--- config.mk ---
export PLATFORM = sky130hd
export DESIGN_NAME = dcache_top
export DESIGN_NICKNAME = d
export VERILOG_FILES = /design/src/hdl/mci_pkg.sv /design/src/hdl/dcache_pkg.sv /design/src/hdl/cache_word_bank.sv /design/src/hdl/cache_tag_array.sv /design/src/hdl/dcache_ctrl.sv /design/src/hdl/dcache_top.sv
export SDC_FILE = /design/constraint.sdc
export NUM_CORES = 2
export LEC_CHECK = 0
export ABC_AREA = 0
export ABC_CLOCK_PERIOD_IN_PS = 23000
export BUFFER_PORTS_ARGS = -buffer_cell sky130_fd_sc_hd__buf_2
export CAP_MARGIN = 20
export CORE_MARGIN = 4
export CORE_UTILIZATION = 29
export DETAILED_ROUTE_END_ITERATION = 8
export PLACE_DENSITY = 0.46
export SYNTH_ARGS = -nofsm -noshare
export SYNTH_HDL_FRONTEND = slang
export SYNTH_HIERARCHICAL = 1
export SYNTH_SLANG_ARGS = --single-unit
--- constraint.sdc ---
create_clock -name clk -period 23 [get_ports clk]
set_input_delay 4.6 -clock clk [delete_from_list [all_inputs] [get_ports clk]]
set_output_delay 4.6 -clock clk [all_outputs]
set_load 0.03 [all_outputs]
--- src/hdl/mci_pkg.sv ---
package mci_pkg;

	// memory bus carries one whole cache block per transfer
	localparam int MCI_DATA_LENGTH = 128;

	// cache to memory command
	typedef struct packed {
		// one-cycle command strobe
		logic valid;
		// 1 for a block write, 0 for a block read
		logic rw;
		// block address
		// offset bits are zero on write-backs
		logic [31:0] addr;
		// block being written back
		logic [MCI_DATA_LENGTH-1:0] data;
	} mci_request_t;

	// memory to cache completion
	typedef struct packed {
		// one pulse per command once it has completed
		logic ready;
		// block read from memory, valid with ready
		logic [MCI_DATA_LENGTH-1:0] data;
	} mci_response_t;

endpackage

--- src/hdl/dcache_pkg.sv ---
package dcache_pkg;

	// word and address widths of the cpu port
	localparam int DATA_LENGTH = 32;
	localparam int ADDR_LENGTH = 32;

	// words per block, one block per memory bus transfer
	localparam int BLOCK_SIZE = 4;
	// number of lines, kept small so random traffic evicts
	localparam int BLOCK_COUNT = 16;

	// address field widths
	localparam int OFFSET_BITS = $clog2(DATA_LENGTH / 8 * BLOCK_SIZE);
	localparam int INDEX_BITS = $clog2(BLOCK_COUNT);
	localparam int TAG_BITS = ADDR_LENGTH - INDEX_BITS - OFFSET_BITS;

	// address field bounds, offset at the bottom and tag at the top
	localparam int OFFSET_LSB = 0;
	localparam int OFFSET_MSB = OFFSET_LSB + OFFSET_BITS - 1;
	localparam int INDEX_LSB = OFFSET_MSB + 1;
	localparam int INDEX_MSB = INDEX_LSB + INDEX_BITS - 1;
	localparam int TAG_LSB = INDEX_MSB + 1;
	localparam int TAG_MSB = TAG_LSB + TAG_BITS - 1;

	// word select inside a block, just above the byte offset
	localparam int WORD_LSB = 2;
	localparam int WORD_MSB = WORD_LSB + $clog2(BLOCK_SIZE) - 1;

	// load/store request from the cpu
	typedef struct packed {
		logic valid;
		// 1 means store
		logic rw;
		logic [ADDR_LENGTH-1:0] addr;
		logic [DATA_LENGTH-1:0] wdata;
		// bit-level write mask
		logic [DATA_LENGTH-1:0] wmask;
	} cpu_req_t;

	// per-line bookkeeping
	typedef struct packed {
		logic valid;
		logic dirty;
		logic [TAG_BITS-1:0] tag;
	} cache_tag_t;

	// controller FSM states
	typedef enum logic [1:0] {
		IDLE,
		COMPARE,
		ALLOCATE,
		WRITE_BACK
	} dcache_state_t;

endpackage

--- src/hdl/cache_word_bank.sv ---
`timescale 1ns/1ns

module cache_word_bank import dcache_pkg::*; (
	input logic clk,
	input logic [INDEX_BITS-1:0] index,
	input logic we,
	input logic [DATA_LENGTH-1:0] wdata,
	output logic [DATA_LENGTH-1:0] rdata
);

	// one word of every line, for this word position
	logic [DATA_LENGTH-1:0] mem [BLOCK_COUNT];

	// read is combinational so the controller sees the word in the same cycle
	assign rdata = mem[index];

	// write lands on the clock edge
	always_ff @(posedge clk) begin
		if (we) begin
			mem[index] <= wdata;
		end
	end

	// an unknown enable would corrupt a line silently
	// the controller must hold it known from the first edge on
	we_known_a: assert property (@(posedge clk) !$isunknown(we))
		else $error("cache_word_bank: write enable is unknown");

endmodule

--- src/hdl/cache_tag_array.sv ---
`timescale 1ns/1ns

module cache_tag_array import dcache_pkg::*; (
	input logic clk,
	input logic rst,
	input logic [INDEX_BITS-1:0] index,
	input logic we,
	input cache_tag_t wdata,
	output cache_tag_t rdata
);

	// one tag entry per line
	cache_tag_t mem [BLOCK_COUNT];

	// combinational read for the hit compare
	assign rdata = mem[index];

	always_ff @(posedge clk) begin
		if (rst) begin
			// all lines invalid and clean
			for (int i = 0; i < BLOCK_COUNT; i++) begin
				mem[i] <= '0;
			end
		end else if (we) begin
			mem[index] <= wdata;
		end
	end

	// an entry written last cycle must not end up dirty and invalid
	// otherwise a later miss would write back garbage
	dirty_valid_a: assert property (
		@(posedge clk) disable iff (rst)
		we |=> !(mem[$past(index)].dirty && !mem[$past(index)].valid)
	) else $error("cache_tag_array: entry stored dirty while invalid");

endmodule

--- src/hdl/dcache_ctrl.sv ---
`timescale 1ns/1ns

module dcache_ctrl import mci_pkg::*, dcache_pkg::*; (
	input logic clk,
	input logic rst,
	// cpu side
	input cpu_req_t cpu_req,
	output logic ready,
	output logic rvalid,
	output logic [DATA_LENGTH-1:0] rdata,
	// memory side
	output mci_request_t mem_req,
	input mci_response_t mem_res,
	// tag array
	output logic [INDEX_BITS-1:0] tag_index,
	output logic tag_we,
	output cache_tag_t tag_wdata,
	input cache_tag_t tag_rdata,
	// word banks
	output logic [INDEX_BITS-1:0] bank_index,
	output logic [BLOCK_SIZE-1:0] bank_we,
	output logic [MCI_DATA_LENGTH-1:0] bank_wdata,
	input logic [MCI_DATA_LENGTH-1:0] bank_rdata
);

	dcache_state_t state;
	dcache_state_t state_nxt;

	// request fields held for the whole access
	logic [ADDR_LENGTH-1:0] addr_q;
	logic rw_q;
	logic [DATA_LENGTH-1:0] wdata_q;
	logic [DATA_LENGTH-1:0] wmask_q;

	logic [INDEX_BITS-1:0] index;
	logic [WORD_MSB-WORD_LSB:0] word_sel;
	logic [DATA_LENGTH-1:0] old_word;
	logic [DATA_LENGTH-1:0] merged_word;
	logic hit;
	logic [ADDR_LENGTH-1:0] fill_addr;
	logic [ADDR_LENGTH-1:0] evict_addr;

	// arrays see the incoming address while idle
	// after acceptance they follow the latched one
	assign index = (state == IDLE) ? cpu_req.addr[INDEX_MSB:INDEX_LSB]
		: addr_q[INDEX_MSB:INDEX_LSB];
	assign tag_index = index;
	assign bank_index = index;

	// addressed word out of the block
	assign word_sel = addr_q[WORD_MSB:WORD_LSB];
	assign old_word = bank_rdata[word_sel*DATA_LENGTH +: DATA_LENGTH];

	// masked bits come from the store data, the rest stays
	assign merged_word = (old_word & ~wmask_q) | (wdata_q & wmask_q);

	// cpu gets the word as it was before this access wrote it
	assign rdata = old_word;

	assign hit = tag_rdata.valid && (tag_rdata.tag == addr_q[TAG_MSB:TAG_LSB]);

	// block addresses with the offset cleared
	assign fill_addr = {addr_q[TAG_MSB:INDEX_LSB], {OFFSET_BITS{1'b0}}};
	// victim block sits at the old tag with the same index
	assign evict_addr = {tag_rdata.tag, addr_q[INDEX_MSB:INDEX_LSB], {OFFSET_BITS{1'b0}}};

	// new requests only while idle
	assign ready = (state == IDLE);

	always_comb begin
		state_nxt = state;
		rvalid = 1'b0;
		tag_we = 1'b0;
		tag_wdata = '0;
		bank_we = '0;
		// every word carries the merge, bank_we picks the one that lands
		bank_wdata = {BLOCK_SIZE{merged_word}};
		mem_req.valid = 1'b0;
		mem_req.rw = 1'b0;
		mem_req.addr = fill_addr;
		// write-back data is the line currently held at this index
		mem_req.data = bank_rdata;

		case (state)
			IDLE: begin
				if (cpu_req.valid) begin
					state_nxt = COMPARE;
				end
			end

			COMPARE: begin
				if (hit) begin
					// access completes this cycle
					rvalid = 1'b1;
					if (rw_q) begin
						// store touches only the addressed word
						bank_we[word_sel] = 1'b1;
						tag_we = 1'b1;
						tag_wdata = '{valid: 1'b1, dirty: 1'b1, tag: tag_rdata.tag};
					end
					state_nxt = IDLE;
				end else begin
					// line now belongs to the new block
					tag_we = 1'b1;
					tag_wdata = '{valid: 1'b1, dirty: rw_q, tag: addr_q[TAG_MSB:TAG_LSB]};
					mem_req.valid = 1'b1;
					if (tag_rdata.valid && tag_rdata.dirty) begin
						// old block goes out first
						mem_req.rw = 1'b1;
						mem_req.addr = evict_addr;
						state_nxt = WRITE_BACK;
					end else begin
						// clean or empty line, fetch straight away
						state_nxt = ALLOCATE;
					end
				end
			end

			ALLOCATE: begin
				// wait for the block and fill the whole line
				if (mem_res.ready) begin
					bank_we = '1;
					bank_wdata = mem_res.data;
					// compare again, which now hits
					state_nxt = COMPARE;
				end
			end

			WRITE_BACK: begin
				// write-back done, now ask for the new block
				if (mem_res.ready) begin
					mem_req.valid = 1'b1;
					state_nxt = ALLOCATE;
				end
			end

			default: begin
				state_nxt = IDLE;
			end
		endcase
	end

	always_ff @(posedge clk) begin
		if (rst) begin
			state <= IDLE;
		end else begin
			state <= state_nxt;
		end
	end

	// capture the request on acceptance
	always_ff @(posedge clk) begin
		if (cpu_req.valid && ready) begin
			addr_q <= cpu_req.addr;
			rw_q <= cpu_req.rw;
			wdata_q <= cpu_req.wdata;
			wmask_q <= cpu_req.wmask;
		end
	end

	// completion only from compare, and the cache is free on the next cycle
	rvalid_compare_a: assert property (
		@(posedge clk) disable iff (rst)
		rvalid |-> (state == COMPARE) ##1 ready
	) else $error("dcache_ctrl: rvalid outside COMPARE or no return to idle");

	// after a read command no new command until the fill arrives
	fill_outstanding_a: assert property (
		@(posedge clk) disable iff (rst)
		(mem_req.valid && !mem_req.rw) |=> (state == ALLOCATE && !mem_req.valid) until mem_res.ready
	) else $error("dcache_ctrl: memory command issued during an outstanding fill");

endmodule

--- src/hdl/dcache_top.sv ---
`timescale 1ns/1ns

module dcache_top import mci_pkg::*, dcache_pkg::*; (
	input logic clk,
	input logic rst,
	// cpu side
	input cpu_req_t cpu_req,
	output logic ready,
	output logic rvalid,
	output logic [DATA_LENGTH-1:0] rdata,
	// memory controller side
	output mci_request_t mem_req,
	input mci_response_t mem_res
);

	// tag array port
	logic [INDEX_BITS-1:0] tag_index;
	logic tag_we;
	cache_tag_t tag_wdata;
	cache_tag_t tag_rdata;

	// block-wide data buses, one word slice per bank
	logic [INDEX_BITS-1:0] bank_index;
	logic [BLOCK_SIZE-1:0] bank_we;
	logic [MCI_DATA_LENGTH-1:0] bank_wdata;
	logic [MCI_DATA_LENGTH-1:0] bank_rdata;

	dcache_ctrl ctrl_inst (
		.clk(clk),
		.rst(rst),
		.cpu_req(cpu_req),
		.ready(ready),
		.rvalid(rvalid),
		.rdata(rdata),
		.mem_req(mem_req),
		.mem_res(mem_res),
		.tag_index(tag_index),
		.tag_we(tag_we),
		.tag_wdata(tag_wdata),
		.tag_rdata(tag_rdata),
		.bank_index(bank_index),
		.bank_we(bank_we),
		.bank_wdata(bank_wdata),
		.bank_rdata(bank_rdata)
	);

	cache_tag_array tag_inst (
		.clk(clk),
		.rst(rst),
		.index(tag_index),
		.we(tag_we),
		.wdata(tag_wdata),
		.rdata(tag_rdata)
	);

	// bank i holds word i of every block
	for (genvar i = 0; i < BLOCK_SIZE; i++) begin : g_bank
		cache_word_bank bank_inst (
			.clk(clk),
			.index(bank_index),
			.we(bank_we[i]),
			.wdata(bank_wdata[i*DATA_LENGTH +: DATA_LENGTH]),
			.rdata(bank_rdata[i*DATA_LENGTH +: DATA_LENGTH])
		);
	end

endmodule

==> flow_summary.ini <==
[yosys]
synth_flop_cell = edfxtp_1
synth_cell_types = 46
synthArstFlopShare_pct = 0
syn_avg_cell_area_um2 = 20.6
yosys.area.top_type = edfxtp_1
yosysMostFrequentCell = edfxtp_1
yosysSeqAreaShare_pct = 74.7
synth-seq-cells = 2561
synth_edf_count = 2559
synthesis.area_mm2 = 0.103
ys_top_cells_by_count = edfxtp_1, mux4_2, and2_1
yosys-top-cells-area = edfxtp_1, mux4_2, and2_1, a22oi_1, buf_4
ys_warn_count = 6
synth_top_area_share_pct = 74.7
synth_cells = 5004

[setup_path]
crit_chain = buf_2, mux2_8, buf_4, buf_4, buf_12, buf_4, buf_4, mux4_2, a22oi_1, nand2_1, mux4_2, buf_2
crit_slowest_cell = buf_4
critPathLaunch = cpu_req[69]
startpoint_type = input port
critPathTopFamily = buffers and inverters
arrival_ns = 11.24
r2r_start = ctrl_inst/state[1]
critPathMaxFanout = 120
cp.required_ns = 18.40
cpPeakStageDelay_ns = 0.89
endpoint_kind = output port
reg2regPathDepth = 14
r2r_slack_ns = 13.66
cpMostUsedCell = buf_4
cp.depth = 12
cp-endpoint = rdata[14]
worstSetupPathType = in -> out
r2r-end = g_bank[0].bank_inst/mem[4][21]
cp_num_buf_inv = 7

[clock_tree]
ctsHoldBuffers = 0
clock-sinks = 2561
clock_latency_ns = 0.91
cts_tree = done
clkTransAtPathRegs_ns = 0.05
htree_num_levels = 5
cts_made_buffers = 296
clock-root-buffer = clkbuf_16
postCtsSetupBuffers = 0
cts_max_path_buffers = 4
post_cts_resized = 0

[pwr]
p_per_area_mw_per_mm2 = 144
leakagePower_nw = 38.6
max-vdd-ir-drop_mv = 0.134

[timing]
finalSetupTns_ns = 0
finalCritPeriodShare_pct = 68.8
worstMarginPinSlew_ns = 1.18
skew_ns = 0.0807
hold_viol_final = 0
layout_setup_ws_ns = 7.16
holdWs_ns = 0.653
clock.fmax_mhz = 63.2
rsz0062_at_grt = false
maxSlewHeadroom_pct = 21.0
maxSlewViolCount = 0
setup_viol = 0
min_period_ns = 15.84

[floorplanning]
dieArea_mm2 = 0.364
rows = 218
die_w_um = 604
core-area_mm2 = 0.353
start_util_pct = 29.1
dieHeight_um = 604
ioPinCount = 425

[drt]
drt_first_pass_iters = 8
wirelength_um = 345000
wl_per_cell_um = 33.1
postRouteAntennaNets = 0
drcViolationCount = 0
dr.first_iter.drc_count = 5163
vias = 52303
drt-vias-per-instance = 5.02

[place]
place_hpwl_um = 216000
place_congestion = 0.782
place_ws_ns = 6.94
placed_cells = 9860
portBuffers = 418

[finish]
finalNonFillerCells = 10418
drive_above_1_share_pct = 31.1
area_growth_pct = 16.0
fin_nets = 5661
final_util_pct = 33.8

[grt]
track_usage_pct = 18.5
grt_pass1_vias = 53201
grt_max_degree = 121
antenna_found_initial = 57
gr-total-overflow = 0
grt_pass1_wl_um = 463000

[hold_path]
hp-class = reg -> reg

[job]
cap_violations = 0

[status]
outcome = finished clean
==> stage by stage <==
| step | area (um^2) | total power (W) |
|---|---|---|
| after floorplan | 103000 | 0.0101 |
| after global placement | 110000 | 0.0129 |
| after detailed placement | 110000 | 0.0130 |
| after CTS | 119000 | 0.0174 |
| after global routing | 119000 | 0.0178 |
| final | 119000 | 0.0172 |
==> registers in the layout, summed over array words and instances, names as in the netlist <==
register and cells:
ctrl_inst/wdata_q 32, ctrl_inst/state 2, g_bank.bank_inst/mem 2048, ctrl_inst/addr_q 30, tag_inst/mem 416, ctrl_inst/rw_q 1
ctrl_inst/wmask_q 32
==> kinds of logic (layout without fill, tap and decap cells) <==
family                   count (synthesis)  in the layout  share of synthesized area, %
flip-flops                            2561           2561                          74.7
AND/OR/NAND/NOR                        781            781                          4.17
XOR/XNOR                                24             24                         0.204
buffers and inverters                  453           1099                          2.49
other                                    1             39                       0.00364
adder cells (fa/ha/maj)                  4              4                        0.0486
multiplexers                           708            708                          14.9
AO/OA/AOI/OAI                          472            472                          3.48
==> how the worst min path moves through the flow <==
stage	start	end	slack (ns)	depth (start not counted)
final	ctrl_inst/state[0]	ctrl_inst/state[0]	0.65	3
after global routing	ctrl_inst/state[0]	ctrl_inst/state[0]	0.68	3
after CTS	ctrl_inst/state[0]	ctrl_inst/state[0]	0.65	3
after detailed placement	ctrl_inst/state[0]	ctrl_inst/state[0]	0.64	3
after global placement	ctrl_inst/state[1]	ctrl_inst/state[1]	0.60	3
after floorplan	ctrl_inst/state[1]	ctrl_inst/state[1]	0.57	3
==> tightest hold or removal path, delay by kind of cell, from the launching register on <==
family / cells / cell delay [ns]
buf+inv: 1 / 0.10
compound gates: 2 / 0.17
flops: 1 / 0.33
==> where the power goes <==
part / switching (W) / internal (W) / leakage [nW] / total [W]
clock: 0.00190 / 0.00256 / 4.41 / 0.00446
combinational: 0.00475 / 0.00165 / 10.5 / 0.00641
sequential: 0.0000460 / 0.00624 / 23.6 / 0.00628
total: 0.00670 / 0.0105 / 38.6 / 0.0172
==> layout make-up <==
type	count	area [um^2]
timing repair buffer	571	3300
antenna	35	87.6
multi-input combinational	1993	24100
inverter	5	18.8
fill	33465	234000
clock buffer	369	7860
clock inverter	154	1160
tap	4730	5920
sequential	2561	76900
==> layer usage <==
layer	vias to the layer above	part of all wire (%)	GRT usage, %
li1	21346	-	-
met4	6	3.1	5.38
met3	397	6.7	3.59
met1	28859	39	23.3
met2	1695	51	32.2
met5	-	0.010	0
==> cell usage in the layout, fill, tap and decap left out, types with 8 or more instances in the layout <==
master     instances
nor2b_4            8
mux2_4            18
mux2_2             8
and2_1           418
buf_4            148
nand2b_1          10
xnor2_1           24
nor2_4            61
clkbuf_1          64
nor3_2            18
diode_2           35
clkinv_1          73
a22o_1            24
buf_2            418
a22oi_1          308
nand4_1           10
bufinv_16         12
clkbuf_16        304
o21a_1           128
inv_6             11
clkinv_2          43
edfxtp_1        2559
mux2i_1           32
mux4_2           648
nand3b_1           8
or2_2             17
nand2_1          192
Power figures use the tool's default switching activity.
